===== src/rtl/sleepCtrl_settings.svh =====
`ifndef SLEEPCTRL_SETTINGS_SVH
`define SLEEPCTRL_SETTINGS_SVH

// ##########################################################################
// Halt sources
// ##########################################################################
`define HALT_SRC_COUNT    8
`define HALT_IGNORE_MASK  8'h01   // ALU halt never blocks sleep.
`define HALT_OWN_MASK     8'h06   // Sleep halt and data cache drain.

// ##########################################################################
// Fanout and interrupt widths
// ##########################################################################
`define HALT_DRV_COUNT    4
`define CLUSTER_COUNT     4
`define INT_COUNT         6

// Settling time in stChill, 1 to 15.
`define SLEEP_CHILL_CYCLES 5
`define SLEEP_CNT_WIDTH    4

`endif


===== src/rtl/sleepPkg.sv =====
`default_nettype none

package sleepPkg;

  // ##########################################################################
  // Sleep sequence states
  // ##########################################################################
  typedef enum logic [3:0]
  {
    stIdle   = 4'd0,  // Core running.
    stHalt   = 4'd1,
    stCool   = 4'd2,  // Other halts still active.
    stChill  = 4'd3,  // Fixed settling time.
    stCold   = 4'd4,  // Write buffer drain.
    stFrozen = 4'd5,
    stThaw   = 4'd6
  } sleepStateT;

  // ##########################################################################
  // Stage to stage bundles
  // ##########################################################################

  // Conditioned wake and request terms.
  typedef struct packed
  {
    logic intPend;    // Unmasked or debug interrupt, two cycles late.
    logic extReq;     // External sleep request, one cycle late.
    logic anyHalt;
    logic otherHalt;  // Without the sleep path's own halts.
  } wakeCondT;

  // Decoded from the next state.
  typedef struct packed
  {
    logic haltNext;
    logic frozenNext;
  } sleepCtlT;

endpackage

`default_nettype wire


===== src/rtl/resetSync.sv =====
`timescale 1ns/1ps
`default_nettype none

module resetSync
(
  input  wire logic SYSCLKF,
  input  wire logic rstN,       // Board reset.
  input  wire logic pwrOnRstN,
  input  wire logic jtagRstN,
  input  wire logic dbgRst,     // Debug reset, active high.
  input  wire logic testModeN,
  output logic      coreRstN,
  output logic      ctlRstN
);

  logic allRstN;
  logic syncQ0;
  logic syncQ1;
  logic ctlQ;

  // Any source low resets the core.
  assign allRstN = rstN & pwrOnRstN & jtagRstN & ~dbgRst;

  // ##########################################################################
  // Synchronizer
  // ##########################################################################
  always_ff @(posedge SYSCLKF)
  begin
    syncQ0 <= allRstN;
    syncQ1 <= syncQ0;
  end

  assign coreRstN = syncQ1;

  // Controller reset lags the core reset by one cycle.
  always_ff @(posedge SYSCLKF)
  begin
    ctlQ <= syncQ1;
  end

  assign ctlRstN = ctlQ | ~testModeN;  // Held high during scan.

  // ##########################################################################
  // Assertions
  // ##########################################################################
  property pCoreRstFollows;
    @(posedge SYSCLKF) !rstN |-> ##2 !coreRstN;
  endproperty

  aCoreRstFollows : assert property (pCoreRstFollows)
    else $error("coreRstN not low 2 cycles after rstN.");

endmodule

`default_nettype wire


===== src/rtl/wakeDetect.sv =====
`timescale 1ns/1ps
`default_nettype none

`include "sleepCtrl_settings.svh"

module wakeDetect
  import sleepPkg::*;
(
  input  wire logic                         SYSCLKF,
  input  wire logic                         rstN,
  input  wire logic [`INT_COUNT-1:0]        intMask,
  input  wire logic [`INT_COUNT-1:0]        intReqN,   // Active low.
  input  wire logic                         dbgInt,
  input  wire logic                         extSleepReq,
  input  wire logic [`HALT_SRC_COUNT-1:0]   haltSrc,
  output wakeCondT                          wake
);

  logic intPendRaw;
  logic intPendQ0;
  logic intPendQ1;
  logic extReqQ;
  logic anyHalt;
  logic otherHalt;

  // ##########################################################################
  // Halt reduction
  // ##########################################################################
  assign anyHalt   = |(haltSrc & ~`HALT_IGNORE_MASK);
  assign otherHalt = |(haltSrc & ~(`HALT_IGNORE_MASK | `HALT_OWN_MASK));

  // ##########################################################################
  // Interrupt and request registers
  // ##########################################################################
  assign intPendRaw = (|(intMask & ~intReqN)) | dbgInt;

  always_ff @(posedge SYSCLKF)
  begin
    if (!rstN)
    begin
      intPendQ0 <= 1'b0;
      intPendQ1 <= 1'b0;
      extReqQ   <= 1'b0;
    end
    else
    begin
      intPendQ0 <= intPendRaw;
      intPendQ1 <= intPendQ0;  // Second stage.
      extReqQ   <= extSleepReq;
    end
  end

  assign wake = '{
    intPend:   intPendQ1,
    extReq:    extReqQ,
    anyHalt:   anyHalt,
    otherHalt: otherHalt
  };

endmodule

`default_nettype wire


===== src/rtl/sleepFsm.sv =====
`timescale 1ns/1ps
`default_nettype none

`include "sleepCtrl_settings.svh"

module sleepFsm
  import sleepPkg::*;
(
  input  wire logic     SYSCLKF,
  input  wire logic     rstN,
  input  wire logic     sleepEnable,
  input  wire logic     sleepInstr,
  input  wire logic     wbEmpty,      // Write buffer empty.
  input  wire wakeCondT wake,
  output sleepCtlT      ctl
);

  localparam int ChillMax = (1 << `SLEEP_CNT_WIDTH) - 1;

  sleepStateT                  state;
  sleepStateT                  stateNext;
  logic [`SLEEP_CNT_WIDTH-1:0] chillCnt;
  logic                        snooze;
  logic                        wakeUp;
  logic                        sleepReq;

  if (`SLEEP_CHILL_CYCLES < 1 || `SLEEP_CHILL_CYCLES > ChillMax)
  begin : gBadChill
    $error("SLEEP_CHILL_CYCLES out of range.");
  end

  assign sleepReq = (sleepInstr | wake.extReq) & ~wake.anyHalt & sleepEnable;

  // Snooze wakes on the request dropping, otherwise on an interrupt.
  assign wakeUp = snooze ? ~wake.extReq : wake.intPend;

  // ##########################################################################
  // Next state
  // ##########################################################################
  always_comb
  begin
    stateNext = state;
    case (state)
      stIdle:
        if (sleepReq)
          stateNext = stHalt;
      stHalt:
        stateNext = stCool;
      stCool:
        if (!wake.otherHalt)
          stateNext = stChill;
      stChill:
        if (chillCnt == `SLEEP_CNT_WIDTH'(1))
          stateNext = stCold;
      stCold:
        if (wbEmpty)
          stateNext = stFrozen;
      stFrozen:
        if (wakeUp)
          stateNext = stThaw;
      stThaw:
        stateNext = stIdle;
      default:
        stateNext = stIdle;
    endcase
  end

  // ##########################################################################
  // State, chill counter and snooze
  // ##########################################################################
  always_ff @(posedge SYSCLKF)
  begin
    if (!rstN)
    begin
      state    <= stIdle;
      chillCnt <= '0;
      snooze   <= 1'b0;
    end
    else
    begin
      state <= stateNext;
      if (state == stCool)
        chillCnt <= `SLEEP_CNT_WIDTH'(`SLEEP_CHILL_CYCLES);  // Reload.
      else if (state == stChill)
        chillCnt <= chillCnt - 1'b1;
      if (state == stIdle)
        snooze <= wake.extReq;
    end
  end

  assign ctl = '{
    haltNext:   (stateNext != stIdle),
    frozenNext: (stateNext == stFrozen)
  };

  // ##########################################################################
  // Assertions
  // ##########################################################################
  property pNoSpuriousThaw;
    @(posedge SYSCLKF) disable iff (!rstN)
      (state == stFrozen) ##1 (state != stFrozen) |-> $past(wakeUp);
  endproperty

  property pHaltOneCycle;
    @(posedge SYSCLKF) disable iff (!rstN)
      (state == stHalt) |=> (state == stCool);
  endproperty

  aNoSpuriousThaw : assert property (pNoSpuriousThaw)
    else $error("Left stFrozen without a wake condition.");

  aHaltOneCycle : assert property (pHaltOneCycle)
    else $error("stHalt lasted more than one cycle.");

endmodule

`default_nettype wire


===== src/rtl/sleepFanout.sv =====
`timescale 1ns/1ps
`default_nettype none

`include "sleepCtrl_settings.svh"

module sleepFanout
  import sleepPkg::*;
(
  input  wire logic                        SYSCLKF,
  input  wire logic                        rstN,
  input  wire sleepCtlT                    ctl,
  input  wire logic                        scanEnN,
  input  wire logic                        testModeN,
  output logic [`HALT_DRV_COUNT-1:0]       haltDrv,
  output logic [`CLUSTER_COUNT-1:0]        sleepSys,
  output logic [`CLUSTER_COUNT-1:0]        sleepBus,
  output logic                             sleepSysGate
);

  logic busDly;

  // ##########################################################################
  // Halt and system sleep copies
  // ##########################################################################
  always_ff @(posedge SYSCLKF)
  begin
    if (!rstN)
    begin
      haltDrv  <= '0;
      sleepSys <= '0;
    end
    else
    begin
      haltDrv  <= {`HALT_DRV_COUNT{ctl.haltNext}};
      sleepSys <= {`CLUSTER_COUNT{ctl.frozenNext}};
    end
  end

  // ##########################################################################
  // Bus side, two stages behind sleepSys
  // ##########################################################################
  always_ff @(posedge SYSCLKF)
  begin
    if (!rstN)
    begin
      busDly   <= 1'b0;
      sleepBus <= '0;
    end
    else
    begin
      busDly   <= sleepSys[0];
      sleepBus <= {`CLUSTER_COUNT{busDly}};
    end
  end

  // Scan shift or test mode forces the enable off.
  assign sleepSysGate = sleepSys[0] & scanEnN & testModeN;

endmodule

`default_nettype wire


===== src/rtl/powerCtrlTop.sv =====
`timescale 1ns/1ps
`default_nettype none

`include "sleepCtrl_settings.svh"

module powerCtrlTop
  import sleepPkg::*;
(
  input  wire logic                        SYSCLKF,
  input  wire logic                        rstN,
  input  wire logic                        pwrOnRstN,
  input  wire logic                        jtagRstN,
  input  wire logic                        dbgRst,
  input  wire logic                        testModeN,
  input  wire logic                        scanEnN,
  input  wire logic                        sleepEnable,
  input  wire logic                        sleepInstr,
  input  wire logic                        extSleepReq,
  input  wire logic [`INT_COUNT-1:0]       intMask,
  input  wire logic [`INT_COUNT-1:0]       intReqN,
  input  wire logic                        dbgInt,
  input  wire logic [`HALT_SRC_COUNT-1:0]  haltSrc,
  input  wire logic                        wbEmpty,
  output logic                             coreRstN,
  output logic [`HALT_DRV_COUNT-1:0]       haltDrv,
  output logic [`CLUSTER_COUNT-1:0]        sleepSys,
  output logic [`CLUSTER_COUNT-1:0]        sleepBus,
  output logic                             sleepSysGate
);

  logic     ctlRstN;
  wakeCondT wake;
  sleepCtlT ctl;

  resetSync resetSync0 (
    .SYSCLKF   (SYSCLKF),
    .rstN      (rstN),
    .pwrOnRstN (pwrOnRstN),
    .jtagRstN  (jtagRstN),
    .dbgRst    (dbgRst),
    .testModeN (testModeN),
    .coreRstN  (coreRstN),
    .ctlRstN   (ctlRstN)
  );

  wakeDetect wakeDetect0 (
    .SYSCLKF     (SYSCLKF),
    .rstN        (ctlRstN),
    .intMask     (intMask),
    .intReqN     (intReqN),
    .dbgInt      (dbgInt),
    .extSleepReq (extSleepReq),
    .haltSrc     (haltSrc),
    .wake        (wake)
  );

  sleepFsm sleepFsm0 (
    .SYSCLKF     (SYSCLKF),
    .rstN        (ctlRstN),
    .sleepEnable (sleepEnable),
    .sleepInstr  (sleepInstr),
    .wbEmpty     (wbEmpty),
    .wake        (wake),
    .ctl         (ctl)
  );

  sleepFanout sleepFanout0 (
    .SYSCLKF      (SYSCLKF),
    .rstN         (ctlRstN),
    .ctl          (ctl),
    .scanEnN      (scanEnN),
    .testModeN    (testModeN),
    .haltDrv      (haltDrv),
    .sleepSys     (sleepSys),
    .sleepBus     (sleepBus),
    .sleepSysGate (sleepSysGate)
  );

endmodule

`default_nettype wire


===== config.mk =====
export PLATFORM = sky130hd
export DESIGN_NAME = powerCtrlTop
export DESIGN_NICKNAME = d
export VERILOG_FILES = /design/src/rtl/sleepPkg.sv /design/src/rtl/resetSync.sv /design/src/rtl/wakeDetect.sv /design/src/rtl/sleepFsm.sv /design/src/rtl/sleepFanout.sv /design/src/rtl/powerCtrlTop.sv
export VERILOG_INCLUDE_DIRS = /design/src /design/src/rtl
export SDC_FILE = /design/constraint.sdc
export NUM_CORES = 1
export LEC_CHECK = 0
export BUFFER_PORTS_ARGS = -buffer_cell sky130_fd_sc_hd__buf_2
export CAP_MARGIN = 5
export CELL_PAD_IN_SITES_DETAIL_PLACEMENT = 0
export CELL_PAD_IN_SITES_GLOBAL_PLACEMENT = 1
export CORE_ASPECT_RATIO = 0.5
export CORE_MARGIN = 1.5
export CORE_UTILIZATION = 34
export CTS_BUF_LIST = sky130_fd_sc_hd__clkbuf_4 sky130_fd_sc_hd__clkbuf_8
export CTS_CLUSTER_DIAMETER = 50
export CTS_CLUSTER_SIZE = 40
export DETAILED_ROUTE_END_ITERATION = 8
export GPL_TIMING_DRIVEN = 1
export PLACE_DENSITY = 0.86
export RECOVER_POWER = 25
export SLEW_MARGIN = 15
export SYNTH_ARGS = -nofsm -noshare
export SYNTH_HDL_FRONTEND = slang
export SYNTH_SLANG_ARGS = --single-unit

===== constraint.sdc =====
create_clock -name SYSCLKF -period 1.9 [get_ports SYSCLKF]
set_clock_uncertainty 0.15 [all_clocks]
set_input_delay 0.19 -clock SYSCLKF [delete_from_list [all_inputs] [get_ports SYSCLKF]]
set_output_delay 0.19 -clock SYSCLKF [all_outputs]
set_load 0.02 [all_outputs]

==> run metrics <==
TritonCTS clock tree=built; initial antenna violation count=0; ANT nets after route=0; vias in the first global route=544; top area cells in the synthesized netlist=dfxtp_1 (41%), buf_4 (8.0%), inv_1 (3.6%); area share of the largest cell type after synthesis=0.4064; reg2reg start=sleepFsm0.state[1]; GR Layer Usage met1=0.1322; register area share after synthesis=0.4064; commonest non-fill, non-tap cell in the layout=buf_2; total global routing overflow=0; Logic pwr share=0.079; clock latency on the worst-skew pair=0.25 ns; final hold violation count=0; Syn Inst Count=95; part of the power in registers=0.553; Synth-to-Final Area Change=22.19%; largest fanout on the critical path=9; largest net degree at the start of global routing=14; FF+latch area=381.6 um^2; leading area contributor after synthesis=dfxtp_1; mapped cell area=935.9 um^2; final std cells w/o fill=168; WL/cell=9.839 um; Num CTS Buffers=3; Boundary Pins=46; most frequent cells in the layout=buf_2 (39), dfxtp_1 (18), inv_1 (9); Synthesized Nets=129; Root Buffer=clkbuf_8; CP arrival=1.70 ns; I/O Buffers=44; # nets final=166; critical path launch point type=register; Finished Core Util=0.4394; pre-CTS WS=0.1869 ns; hold path cells=2; # Max-Cap Violations=0; layout cells sized above 1=0.3740; Max Clk Rate=582.8 MHz; Hold Crit Class=in2reg; Netlist cell types=38; setup slack after layout=0.1842 ns; maximum vdd ir drop=231.3 uV; Antenna Diode Count=0; CP required=1.88 ns; total track usage=0.1065; DRC errors left=0; switching pwr=0.1576 mW; Final Cell Area=0.001144 mm^2; CTS Sinks=19; post-detail-place hpwl=1256 um; Switching Fraction=0.2114; multi-input logic area=411.6 um^2; RSZ-0062 raised after global routing=no; power share of the clock group=0.368; row count=13; Routed WL=1653 um; outcome=finished clean; GRT met2 Usage=0.1667; YS warnings=0; reg2reg setup slack=0.18 ns; syn_area_per_cell=9.852 um^2; Slew Viols, Final=0; CP Capture Type=register; power density over the cells=651.8 mW/mm^2; Crit Reg-Reg Endpoint=sleepFsm0.chillCnt[3]; Final Critical Period=1.716 ns; placed insts=163; internal power=0.5878 mW; DP Area=0.001092 mm^2; final worst-path cycle share=0.9030; hold path endpoint=resetSync0.syncQ0; DR vias=756; Setup violations, final=0; Synth Register Bits=19; vias per inst=4.500; CP Class=reg2reg; Hold Slack=0.05512 ns; H-tree depth=1; Die Y=40.10 um; path depth of the worst reg2reg path=4; core area=0.002603 mm^2; Top Usage Layer GRT=met2; clk slew on worst S/H paths=0.07 ns; fillers=260; leak pwr=0.4979 nW; Initial Utilization=0.3596; gpl congestion=0.8074; hold_sp=jtagRstN; first-pass GRT wire length=2415 um; total power=0.7454 mW; drt first-iter violations=44; Die ar.=0.003096 mm^2; clk buf depth=2; Setup TNS=0 ns; 1st-pass router iterations=4; die width=77.20 um; met3 Track Usage GR=0.04091
## cell families after synthesis
| group | count (synthesis) | synth area share |
|---|---|---|
| buffers and inverters | 22 | 0.1537 |
| and+or+nand+nor | 29 | 0.2219 |
| DFF | 19 | 0.4064 |
| adders and majority gates | 2 | 0.02673 |
| other | 1 | 0.004007 |
| muxes | 3 | 0.03209 |
| AOI/OAI and AO/OA | 19 | 0.1551 |
## power by group through the flow
stage	Sequential (mW)	Clock [mW]	Combinational, mW
after floorplan	0.421	0	0.0242
after global placement	0.422	0	0.0564
after detailed placement	0.421	0	0.0578
after CTS	0.412	0.286	0.0595
after global routing	0.413	0.300	0.0655
final	0.412	0.274	0.0588
## layer usage
layer / vias up / wire length (um)
met1: 334 / 789
met3: 5 / 84
met5: - / 0
met2: 21 / 747
met4: 0 / 32
li1: 396 / -
## worst max path at each step
stage | startpoint | endpoint | slack (ns)
floorplan | sleepFsm0.state[1] | sleepFanout0.sleepSys[0] | 0.39
global placement | sleepFsm0.state[0] | sleepFanout0.sleepSys[0] | 0.21
detailed placement | sleepFsm0.state[0] | sleepFanout0.sleepSys[0] | 0.19
CTS | sleepFsm0.state[0] | sleepFanout0.sleepSys[0] | 0.15
global route | sleepFsm0.state[1] | sleepFsm0.chillCnt[3] | 0.06
finish | sleepFsm0.state[1] | sleepFsm0.chillCnt[3] | 0.18
## worst max-delay path, cell delays in order, from the launching register on
cell and delay, ns:
dfxtp_1 0.54, nor3b_2 0.45, o21ai_0 0.17, a22oi_1 0.23, nor2_1 0.06
## what timing repair did
| item | CTS | global route |
|---|---|---|
| hold buffers | 1 | 0 |
| gates resized for setup | 0 | 1 |
| setup buffers | 0 | 0 |
| endpoints found under the setup margin | 0 | 1 |
| hold endpoints to repair | 1 | 0 |
## cell type report
cell class                 count  share of cell area
tap                           37             0.04048
clock inverter                 1            0.004376
clock buffer                   3             0.03610
inverter                       9             0.02954
sequential                    19              0.3337
timing repair buffer          45              0.1958
multi-input combinational     54              0.3600
## cell usage after synthesis
cell / instances
a2111oi_2: 1
a311oi_1: 1
ha_1: 2
nor3b_2: 1
a211oi_1: 1
nor4_1: 1
nand4bb_1: 1
a222oi_1: 1
buf_6: 1
nor2b_1: 5
a211o_1: 2
conb_1: 1
a31oi_1: 3
and2b_1: 1
o21ai_0: 1
a22oi_1: 2
dfxtp_1: 19
buf_1: 1
nand2_1: 1
a21oi_1: 5
nor3b_1: 1
nand2b_1: 2
or3_1: 1
and3_1: 1
buf_4: 10
mux2i_1: 3
nor3_1: 3
nor4b_1: 2
o2111ai_2: 1
inv_1: 9
o211ai_1: 1
nor4_4: 1
nor3_2: 1
nand3b_1: 1
and2_1: 1
buf_12: 1
and4b_1: 1
nor2_1: 4
## flip-flops by register name, indices dropped and copies added (netlist names)
register	cells
resetSync0.coreRstN	1
resetSync0.ctlQ	1
resetSync0.syncQ0	1
sleepFanout0.busDly	1
sleepFanout0.haltDrv	1
sleepFanout0.sleepBus	1
sleepFanout0.sleepSys	1
sleepFsm0.chillCnt	4
sleepFsm0.snooze	1
sleepFsm0.state	4
wakeDetect0.extReqQ	1
wakeDetect0.intPendQ0	1
wakeDetect0.intPendQ1	1
Power figures use the tool's default switching activity.
